## config.mk

```make
export PLATFORM = sky130hd
export DESIGN_NAME = decode_execute
export DESIGN_NICKNAME = d
export VERILOG_FILES = /design/src/dx_width_pkg.sv /design/src/dx_ctrl_pkg.sv /design/src/dx_main_lane.sv /design/src/dx_aux_lane.sv /design/src/decode_execute.sv
export SDC_FILE = /design/constraint.sdc
export NUM_CORES = 1
export LEC_CHECK = 0
export ABC_AREA = 1
export BUFFER_PORTS_ARGS = -buffer_cell sky130_fd_sc_hd__buf_4
export CORE_AREA = 4 4 257 259
export CTS_BUF_LIST = sky130_fd_sc_hd__clkbuf_4
export CTS_CLUSTER_DIAMETER = 80
export DETAILED_ROUTE_END_ITERATION = 12
export DIE_AREA = 0 0 261 263
export RECOVER_POWER = 100
export SKIP_LAST_GASP = 1
export SLEW_MARGIN = 10
export SYNTH_ARGS = -nofsm -noshare
export SYNTH_HDL_FRONTEND = slang
export SYNTH_HIERARCHICAL = 1
export SYNTH_SLANG_ARGS = --single-unit
export TNS_END_PERCENT = 1
```

## constraint.sdc

```tcl
create_clock -name clk -period 1.2 [get_ports clk]
set_clock_uncertainty 0.15 [all_clocks]
set_input_delay 0.18 -clock clk [delete_from_list [all_inputs] [get_ports clk]]
set_output_delay 0.18 -clock clk [all_outputs]
set_load 0.02 [all_outputs]
```

## src/dx_width_pkg.sv

```systemverilog
package dx_width_pkg;

	// Data path
	localparam int XLEN        = 32;
	localparam int ILEN        = 32;
	localparam int ADDR_W      = 32;

	// Register file index
	localparam int REG_INDEX_W = 5;

	// Memory access length codes
	localparam int WLEN_W      = 2;
	localparam int RLEN_W      = 3;

	// One data word, also used for CSR data
	typedef logic [XLEN-1:0]        xlen_t;

	// Raw instruction word
	typedef logic [ILEN-1:0]        instr_t;

	// Instruction address
	typedef logic [ADDR_W-1:0]      addr_t;

	// rs1, rs2 and rd
	typedef logic [REG_INDEX_W-1:0] reg_idx_t;

	// Store length: byte, half, word
	typedef logic [WLEN_W-1:0]      wlen_t;

	// Load length with sign bit
	typedef logic [RLEN_W-1:0]      rlen_t;

endpackage

```

## src/dx_ctrl_pkg.sv

```systemverilog
package dx_ctrl_pkg;

	// Control word layout
	localparam int CTRL_W            = 6;
	localparam int CTRL_JALR_BIT     = 5;
	localparam int CTRL_LS_BIT       = 4;
	localparam int CTRL_SEL_RS2_BIT  = 3;
	localparam int CTRL_SEL_RS1_BIT  = 2;
	localparam int CTRL_FROM_ALU_BIT = 1;
	localparam int CTRL_WEN_BIT      = 0;

	typedef logic [CTRL_W-1:0] ctrl_sig_t;

	localparam ctrl_sig_t CTRL_RESET    = '0;
	localparam ctrl_sig_t CTRL_AUX_IDLE = ctrl_sig_t'(1) << CTRL_FROM_ALU_BIT; // Bubble, ALU source

	// Operation code
	localparam int OP_TYPE_W = 5;

	typedef logic [OP_TYPE_W-1:0] op_type_t;

	localparam op_type_t OP_NOP = '0;

	// One-hot instruction format, R in the top bit
	localparam int INSTR_TYPE_W = 6;
	localparam int RTYPE_BIT    = 5;
	localparam int ITYPE_BIT    = 4;
	localparam int STYPE_BIT    = 3;
	localparam int BTYPE_BIT    = 2;
	localparam int UTYPE_BIT    = 1;
	localparam int JTYPE_BIT    = 0;

	typedef logic [INSTR_TYPE_W-1:0] instr_type_t;

	localparam instr_type_t UKTYPE = '0; // Unknown format
	localparam instr_type_t RTYPE  = instr_type_t'(1) << RTYPE_BIT;
	localparam instr_type_t ITYPE  = instr_type_t'(1) << ITYPE_BIT;
	localparam instr_type_t STYPE  = instr_type_t'(1) << STYPE_BIT;
	localparam instr_type_t BTYPE  = instr_type_t'(1) << BTYPE_BIT;
	localparam instr_type_t UTYPE  = instr_type_t'(1) << UTYPE_BIT;
	localparam instr_type_t JTYPE  = instr_type_t'(1) << JTYPE_BIT;

	// Address loaded into the stage under reset
	localparam dx_width_pkg::addr_t PC_RESET_ADDR = 32'h0000_0000;

endpackage

```

## src/dx_main_lane.sv

```systemverilog
`timescale 1ns/1ps

module dx_main_lane (
	input  logic                     clk,
	input  logic                     rst_n,
	input  logic                     hold,
	input  logic                     flush_dc,
	input  logic                     ci_for_branch_after_load,
	input  dx_ctrl_pkg::ctrl_sig_t   ctrl_sig_dc,
	input  dx_ctrl_pkg::op_type_t    op_type_dc,
	input  dx_ctrl_pkg::instr_type_t instr_type_dc,
	input  logic                     wdata_en_dc,
	input  dx_width_pkg::wlen_t      wlen_dc,
	input  dx_width_pkg::rlen_t      rlen_dc,
	input  dx_width_pkg::instr_t     instr_dc,
	input  dx_width_pkg::addr_t      instr_addr_dc,
	input  dx_width_pkg::xlen_t      reg_data0_dc,
	input  dx_width_pkg::xlen_t      reg_data1_dc,
	input  dx_width_pkg::xlen_t      sext_imm_dc,
	input  logic                     cancel_instr_dc,
	input  logic                     wcsr_en_dc,
	input  dx_width_pkg::reg_idx_t   rs1_dc,
	input  dx_width_pkg::reg_idx_t   rs2_dc,
	input  dx_width_pkg::reg_idx_t   rd_dc,
	input  logic                     is_branch_instr_dc,
	input  logic                     is_ecall_instr_dc,
	input  logic                     is_mret_instr_dc,
	input  logic                     is_fencei_dc,
	input  dx_width_pkg::xlen_t      csr_data_dc,
	output dx_ctrl_pkg::ctrl_sig_t   ctrl_sig_ex,
	output dx_ctrl_pkg::op_type_t    op_type_ex,
	output dx_ctrl_pkg::instr_type_t instr_type_ex,
	output logic                     wdata_en_ex,
	output dx_width_pkg::wlen_t      wlen_ex,
	output dx_width_pkg::rlen_t      rlen_ex,
	output dx_width_pkg::instr_t     instr_ex,
	output dx_width_pkg::addr_t      instr_addr_ex,
	output dx_width_pkg::xlen_t      reg_data0_ex,
	output dx_width_pkg::xlen_t      reg_data1_ex,
	output dx_width_pkg::xlen_t      sext_imm_ex,
	output logic                     cancel_instr_ex,
	output logic                     wcsr_en_ex,
	output dx_width_pkg::reg_idx_t   rs1_ex,
	output dx_width_pkg::reg_idx_t   rs2_ex,
	output dx_width_pkg::reg_idx_t   rd_ex,
	output logic                     is_branch_instr_ex,
	output logic                     is_ecall_instr_ex,
	output logic                     is_mret_instr_ex,
	output logic                     is_fencei_ex,
	output dx_width_pkg::xlen_t      csr_data_ex
);

	logic                   drop_wen;    // No register write for this slot
	logic                   drop_wdata;  // No store data for this slot
	logic                   force_cancel;
	dx_ctrl_pkg::ctrl_sig_t ctrl_sig_nxt;

	assign drop_wen     = cancel_instr_dc | ci_for_branch_after_load;
	assign drop_wdata   = drop_wen | flush_dc;
	assign force_cancel = ci_for_branch_after_load | flush_dc;

	always_comb begin
		ctrl_sig_nxt = ctrl_sig_dc;
		if (drop_wen) begin
			ctrl_sig_nxt[dx_ctrl_pkg::CTRL_WEN_BIT] = 1'b0;
		end
	end

	always_ff @(posedge clk) begin
		if (!rst_n) begin
			ctrl_sig_ex        <= dx_ctrl_pkg::CTRL_RESET;
			op_type_ex         <= dx_ctrl_pkg::OP_NOP;
			instr_type_ex      <= dx_ctrl_pkg::UKTYPE;
			wdata_en_ex        <= 1'b0;
			wlen_ex            <= '0;
			rlen_ex            <= '0;
			instr_ex           <= '0;
			instr_addr_ex      <= dx_ctrl_pkg::PC_RESET_ADDR;
			reg_data0_ex       <= '0;
			reg_data1_ex       <= '0;
			sext_imm_ex        <= '0;
			cancel_instr_ex    <= 1'b1; // Empty slot after reset
			wcsr_en_ex         <= 1'b0;
			rs1_ex             <= '0;
			rs2_ex             <= '0;
			rd_ex              <= '0;
			is_branch_instr_ex <= 1'b0;
			is_ecall_instr_ex  <= 1'b0;
			is_mret_instr_ex   <= 1'b0;
			is_fencei_ex       <= 1'b0;
			csr_data_ex        <= '0;
		end else if (!hold) begin
			ctrl_sig_ex        <= ctrl_sig_nxt;
			op_type_ex         <= op_type_dc;
			instr_type_ex      <= instr_type_dc;
			wdata_en_ex        <= wdata_en_dc & ~drop_wdata;
			wlen_ex            <= wlen_dc;
			rlen_ex            <= rlen_dc;
			instr_ex           <= instr_dc;
			instr_addr_ex      <= instr_addr_dc;
			reg_data0_ex       <= reg_data0_dc;
			reg_data1_ex       <= reg_data1_dc;
			sext_imm_ex        <= sext_imm_dc;
			cancel_instr_ex    <= cancel_instr_dc | force_cancel;
			wcsr_en_ex         <= wcsr_en_dc;
			rs1_ex             <= rs1_dc;
			rs2_ex             <= rs2_dc;
			rd_ex              <= rd_dc;
			is_branch_instr_ex <= is_branch_instr_dc;
			is_ecall_instr_ex  <= is_ecall_instr_dc;
			is_mret_instr_ex   <= is_mret_instr_dc;
			is_fencei_ex       <= is_fencei_dc;
			csr_data_ex        <= csr_data_dc;
		end
	end

endmodule

```

## src/dx_aux_lane.sv

```systemverilog
`timescale 1ns/1ps

module dx_aux_lane (
	input  logic                     clk,
	input  logic                     rst_n,
	input  logic                     hold,
	input  logic                     flush_dc,
	input  logic                     ci_for_branch_after_load,
	input  dx_ctrl_pkg::ctrl_sig_t   ctrl_sig_dc,
	input  dx_ctrl_pkg::instr_type_t instr_type_dc,
	input  logic                     aux_can_issue_dc_aux,
	input  logic                     cancel_instr_dc_aux,
	input  dx_ctrl_pkg::ctrl_sig_t   ctrl_sig_dc_aux,
	input  dx_ctrl_pkg::op_type_t    op_type_dc_aux,
	input  dx_ctrl_pkg::instr_type_t instr_type_dc_aux,
	input  dx_width_pkg::reg_idx_t   rs1_dc_aux,
	input  dx_width_pkg::reg_idx_t   rs2_dc_aux,
	input  dx_width_pkg::reg_idx_t   rd_dc_aux,
	input  dx_width_pkg::xlen_t      op0_dc_aux,
	input  dx_width_pkg::xlen_t      op1_dc_aux,
	output dx_ctrl_pkg::ctrl_sig_t   ctrl_sig_ex_aux,
	output dx_ctrl_pkg::op_type_t    op_type_ex_aux,
	output dx_ctrl_pkg::instr_type_t instr_type_ex_aux,
	output dx_width_pkg::reg_idx_t   rs1_ex_aux,
	output dx_width_pkg::reg_idx_t   rs2_ex_aux,
	output dx_width_pkg::reg_idx_t   rd_ex_aux,
	output dx_width_pkg::xlen_t      op0_ex_aux,
	output dx_width_pkg::xlen_t      op1_ex_aux,
	output logic                     cancel_instr_ex_aux
);

	logic main_redirect; // Main slot jumps, so the aux slot is off-path
	logic kill;

	// A taken jal or jalr in the main lane makes the paired aux instruction dead
	assign main_redirect = ctrl_sig_dc[dx_ctrl_pkg::CTRL_JALR_BIT]
		| instr_type_dc[dx_ctrl_pkg::JTYPE_BIT];

	assign kill = ~aux_can_issue_dc_aux
		| main_redirect
		| flush_dc
		| cancel_instr_dc_aux
		| ci_for_branch_after_load;

	always_ff @(posedge clk) begin
		if (!rst_n) begin
			ctrl_sig_ex_aux     <= dx_ctrl_pkg::CTRL_RESET;
			op_type_ex_aux      <= dx_ctrl_pkg::OP_NOP;
			instr_type_ex_aux   <= dx_ctrl_pkg::UKTYPE;
			rs1_ex_aux          <= '0;
			rs2_ex_aux          <= '0;
			rd_ex_aux           <= '0;
			op0_ex_aux          <= '0;
			op1_ex_aux          <= '0;
			cancel_instr_ex_aux <= 1'b1;
		end else if (!hold) begin
			ctrl_sig_ex_aux     <= kill ? dx_ctrl_pkg::CTRL_AUX_IDLE : ctrl_sig_dc_aux;
			op_type_ex_aux      <= op_type_dc_aux;
			instr_type_ex_aux   <= instr_type_dc_aux;
			rs1_ex_aux          <= rs1_dc_aux;
			rs2_ex_aux          <= rs2_dc_aux;
			rd_ex_aux           <= rd_dc_aux;
			op0_ex_aux          <= op0_dc_aux; // Operands pass even when killed
			op1_ex_aux          <= op1_dc_aux;
			cancel_instr_ex_aux <= kill;
		end
	end

endmodule

```

## src/decode_execute.sv

```systemverilog
`timescale 1ns/1ps

module decode_execute (
	input  logic                     clk,
	input  logic                     rst_n,
	input  logic                     hold,
	input  logic                     flush_dc,
	input  logic                     ci_for_branch_after_load,

	// Main lane from decode
	input  dx_ctrl_pkg::ctrl_sig_t   ctrl_sig_dc,
	input  dx_ctrl_pkg::op_type_t    op_type_dc,
	input  dx_ctrl_pkg::instr_type_t instr_type_dc,
	input  logic                     wdata_en_dc,
	input  dx_width_pkg::wlen_t      wlen_dc,
	input  dx_width_pkg::rlen_t      rlen_dc,
	input  dx_width_pkg::instr_t     instr_dc,
	input  dx_width_pkg::addr_t      instr_addr_dc,
	input  dx_width_pkg::xlen_t      reg_data0_dc,
	input  dx_width_pkg::xlen_t      reg_data1_dc,
	input  dx_width_pkg::xlen_t      sext_imm_dc,
	input  logic                     cancel_instr_dc,
	input  logic                     wcsr_en_dc,
	input  dx_width_pkg::reg_idx_t   rs1_dc,
	input  dx_width_pkg::reg_idx_t   rs2_dc,
	input  dx_width_pkg::reg_idx_t   rd_dc,
	input  logic                     is_branch_instr_dc,
	input  logic                     is_ecall_instr_dc,
	input  logic                     is_mret_instr_dc,
	input  logic                     is_fencei_dc,
	input  dx_width_pkg::xlen_t      csr_data_dc,

	// Aux lane from decode
	input  logic                     aux_can_issue_dc_aux,
	input  logic                     cancel_instr_dc_aux,
	input  dx_ctrl_pkg::ctrl_sig_t   ctrl_sig_dc_aux,
	input  dx_ctrl_pkg::op_type_t    op_type_dc_aux,
	input  dx_ctrl_pkg::instr_type_t instr_type_dc_aux,
	input  dx_width_pkg::reg_idx_t   rs1_dc_aux,
	input  dx_width_pkg::reg_idx_t   rs2_dc_aux,
	input  dx_width_pkg::reg_idx_t   rd_dc_aux,
	input  dx_width_pkg::xlen_t      op0_dc_aux,
	input  dx_width_pkg::xlen_t      op1_dc_aux,

	// Main lane to execute
	output dx_ctrl_pkg::ctrl_sig_t   ctrl_sig_ex,
	output dx_ctrl_pkg::op_type_t    op_type_ex,
	output dx_ctrl_pkg::instr_type_t instr_type_ex,
	output logic                     wdata_en_ex,
	output dx_width_pkg::wlen_t      wlen_ex,
	output dx_width_pkg::rlen_t      rlen_ex,
	output dx_width_pkg::instr_t     instr_ex,
	output dx_width_pkg::addr_t      instr_addr_ex,
	output dx_width_pkg::xlen_t      reg_data0_ex,
	output dx_width_pkg::xlen_t      reg_data1_ex,
	output dx_width_pkg::xlen_t      sext_imm_ex,
	output logic                     cancel_instr_ex,
	output logic                     wcsr_en_ex,
	output dx_width_pkg::reg_idx_t   rs1_ex,
	output dx_width_pkg::reg_idx_t   rs2_ex,
	output dx_width_pkg::reg_idx_t   rd_ex,
	output logic                     is_branch_instr_ex,
	output logic                     is_ecall_instr_ex,
	output logic                     is_mret_instr_ex,
	output logic                     is_fencei_ex,
	output dx_width_pkg::xlen_t      csr_data_ex,

	// Aux lane to execute
	output dx_ctrl_pkg::ctrl_sig_t   ctrl_sig_ex_aux,
	output dx_ctrl_pkg::op_type_t    op_type_ex_aux,
	output dx_ctrl_pkg::instr_type_t instr_type_ex_aux,
	output dx_width_pkg::reg_idx_t   rs1_ex_aux,
	output dx_width_pkg::reg_idx_t   rs2_ex_aux,
	output dx_width_pkg::reg_idx_t   rd_ex_aux,
	output dx_width_pkg::xlen_t      op0_ex_aux,
	output dx_width_pkg::xlen_t      op1_ex_aux,
	output logic                     cancel_instr_ex_aux
);

	// Port names match one to one, so both lanes bind by name
	dx_main_lane main_lane_i (
		.*
	);

	// Also sees ctrl_sig_dc and instr_type_dc of the main slot
	dx_aux_lane aux_lane_i (
		.*
	);

endmodule

```

==> results of run 1 <==
## Yosys cell counts
cell | n | area share (%)
a21oi_1 | 8 | 0.34
inv_4 | 2 | 0.11
buf_8 | 1 | 0.13
clkbuf_2 | 17 | 0.73
buf_4 | 3 | 0.19
dfxtp_1 | 333 | 57
or2_2 | 2 | 0.11
buf_6 | 40 | 3.8
nand2_1 | 15 | 0.48
buf_2 | 14 | 0.60
o21ai_1 | 25 | 1.1
or2_0 | 4 | 0.21
clkbuf_1 | 35 | 1.1
nand3_1 | 2 | 0.085
o21ai_0 | 300 | 13
inv_1 | 3 | 0.096
nor2_1 | 663 | 21
## metrics by stage
stage / utilization (%) / setup slack, ps / instance area, µm² / setup TNS, ps / hold WS [ps]
global placement: 28.4 / -242 / 18100 / -51280 / 253
detailed placement: 28.4 / -257 / 18100 / -53550 / 263
floorplan: - / 97.1 / 11700 / 0 / 165
## logic make-up after synthesis
kind of cell	after synthesis
AOI/OAI and AO/OA	333
buffers and inverters	115
DFF	333
and+or+nand+nor	686
==> run metrics, run 1 <==
H-tree depth=3; io pins=672; placed cell count=2985; FP Rows=93; compound-cell area share of the yosys netlist=14.2%; simple-gate portion of the synthesized area=22.1%; Die W=261 µm; Root Buffer Master=clkbuf_4; area of the mapped netlist=0.0117 mm²; CTS Buf Count=96; Yosys cell types=17; CTS Sinks=333; Vert. Die Dim=263 µm; IO buf count=671; syn_nets=1806; cell count after synthesis=1467; syn avg cell area=7.99 µm²; Synth Area in XOR/XNOR=0%; FF+latch count, synth=333; post-CTS sizing=17; Adder-Cell Fraction of Synth Area=0%; clk buf depth=3; largest family of logic cells by synthesized area=simple AND/OR/NAND/NOR gates; Initial Utilization=18.4%; multiplexer area fraction after synthesis=0%; Stopped at=4_1_cts; Error=[ERROR RSZ-0060] Max buffer count reached.; warning count from the yosys run=6; Hold Buf Count CTS=632; post-synthesis sequential area ratio=56.9%; status=stopped before the end; gpl congestion=0.826; post-CTS setup buffers=0; Final HPWL DP=35.9 mm
==> run 2, diff against run 1 <==
Settings changed: CORE_AREA 4 4 257 259 to 4 4 259 261, CTS_BUF_LIST sky130_fd_sc_hd__clkbuf_4 to unset, CTS_CLUSTER_DIAMETER 80 to unset, DIE_AREA 0 0 261 263 to 0 0 263 265, PLACE_DENSITY_LB_ADDON set to 0.15.
==> run metrics, run 2 <==
DR vias=13.3k; post-synth top area share=56.9%; layout cells sized above 1=32.8%; Nets=2822; Starting DRT DRC Count=472; Avg WL per Cell=15.7 µm; required time worst endpoint=870 ps; f_max=720 MHz; most common cell after layout, fill and taps aside=buf_4; GR Overflow Total=0; most frequent cells after synthesis=nor2_1, dfxtp_1, o21ai_0; RSZ-0062 raised after global routing=yes; Slew HR=53.7%; syn avg cell area=7.99 µm²; Synth area leader=dfxtp_1; post-synthesis sequential area ratio=56.9%; clock latency on the worst-skew pair=540 ps; FF+latch count, synth=333; HP Class=input port to flop; met1 usage=16.0%; Core Region=0.0645 mm²; Worst Setup End Kind=output port; Post-synth EDFFs=0; first-pass iteration count of the detailed router=5; Die W=263 µm; failing checks=setup timing; post-CTS setup buffers=0; initial antenna violation count=4; Pleak=10.6 nW; Hold WS=53.4 ps; CP Max Fanout=2; first-pass GRT wire length=80.0 mm; Yosys cell types=17; FP Rows=93; share of async-settable or async-resettable flops after synthesis=0%; GRT met3 Usage=4.44%; pwr dens=1360 mW/mm²; post-layout min period=1390 ps; final setup violation count=386; fin area=0.0227 mm²; CP peak stage delay=370 ps; gpl congestion=0.788; worst setup slack after layout=-189 ps; io pins=672; Top delay family on crit path=flip-flops; DRC=0; Final HPWL DP=39.0 mm; Period Utilization, post-route=116%; Least-Margin Pin Slew=694 ps; area of the mapped netlist=0.0117 mm²; top post-synthesis cells by area=dfxtp_1, nor2_1, o21ai_0; max-cap viol count=0; Non-Filler Instances=3374; DRT Wirelength=52.9 mm; overall routing resource usage=14.3%; CP Class=flop to output port; GRT busiest layer=met2; area delta synth->final=93.3%; VDD IR max=922 µV; Worst Path Buf+Inv=1; cells along the critical path=buf_6; CP Launch Type=flop; met2 global-route usage=25.8%; largest net degree at the start of global routing=48; IO buf count=671; CTS Buf Count=42; Root Buffer Master=clkbuf_16; warning count from the yosys run=6; Slew Viols, Final=0; DIE AREA=0.0697 mm²; Post-synth top flop=dfxtp_1; count leader, synth=nor2_1; syn_nets=1806; Antenna Nets Post-Route=0; clock slew at reported path FFs=60 ps; vias in the first global route=13.8k; Crit-path slowest cell=dfxtp_1; flop2flop setup slack=240 ps; Initial Utilization=18.2%; H-tree depth=2; status=finished with violations; pre-CTS WS=-305 ps; commonest cells after routing, fill and taps aside=buf_4, nor2_1, dlygate4sd3_1, dfxtp_1, o21ai_0; clk buf depth=3; placed cell count=2954; DP Area=0.0179 mm²; Critical Path AT=1060 ps; Vert. Die Dim=265 µm; PnR Total Power=30.9 mW; CTS Sinks=333; drt via density=3.95; cell count after synthesis=1467; Final Hold Viols=0; CTS tree=built
-- run 2: what timing repair did --
item                                    CTS  global route
hold buffers                            340             0
endpoints found under the setup margin  333           367
gates resized for setup                  21             1
endpoints found under the hold margin   332             0
-- run 2: kinds of logic (layout without fill, tap and decap cells) --
kind of cell	count (synthesis)	after routing	synth area share (%)
simple gates	686	686	22.1
compound gates	333	333	14.2
other cells	0	5	0
buf+inv	115	1162	6.81
flops	333	333	56.9
-- run 2: area by class of cell --
cell class / count / area (µm²)
clock inverters: 10 / 61.3
repair buffers: 1082 / 9220
inverters: 5 / 21.3
clock buffers: 65 / 1340
diodes: 5 / 12.5
multi-input cells: 1019 / 4260
fillers: 6769 / 41800
flip-flops and latches: 333 / 6680
well taps: 855 / 1070
-- run 2: per-stage QoR --
stage                     TNS, ps  util (%)
after global placement     -27950      27.8
after detailed placement   -31940      27.8
after CTS                  -73250      35.3
after global routing      -106080      35.2
final                      -54280      35.2
after floorplan                 0         -
-- run 2: worst paths after layout --
check                                                    from                                         end  cells past startpoint
setup reg to reg   aux_lane_i/ctrl_sig_ex_aux[5]$_SDFFE_PN0N_  aux_lane_i/ctrl_sig_ex_aux[5]$_SDFFE_PN0N_                      3
setup / recovery  aux_lane_i/cancel_instr_ex_aux$_SDFFE_PN1N_                         cancel_instr_ex_aux                      1
hold reg to reg    main_lane_i/instr_addr_ex[19]$_SDFFE_PN0N_  main_lane_i/instr_addr_ex[19]$_SDFFE_PN0N_                      2
hold / removal                                          rst_n  main_lane_i/instr_addr_ex[11]$_SDFFE_PN0N_                      5
-- run 2: routing by layer --
layer / routed length (µm) / share of wire, %
met1: 20800 / 39
met3: 3810 / 7.2
met5: 0 / 0
met2: 26600 / 50
met4: 1650 / 3.1
-- run 2: report_power, final --
part | internal, mW | switching (mW)
sequential | 11.8 | 0.415
clock | 7.67 | 5.04
combinational | 3.01 | 2.91
Power figures use the tool's default switching activity.
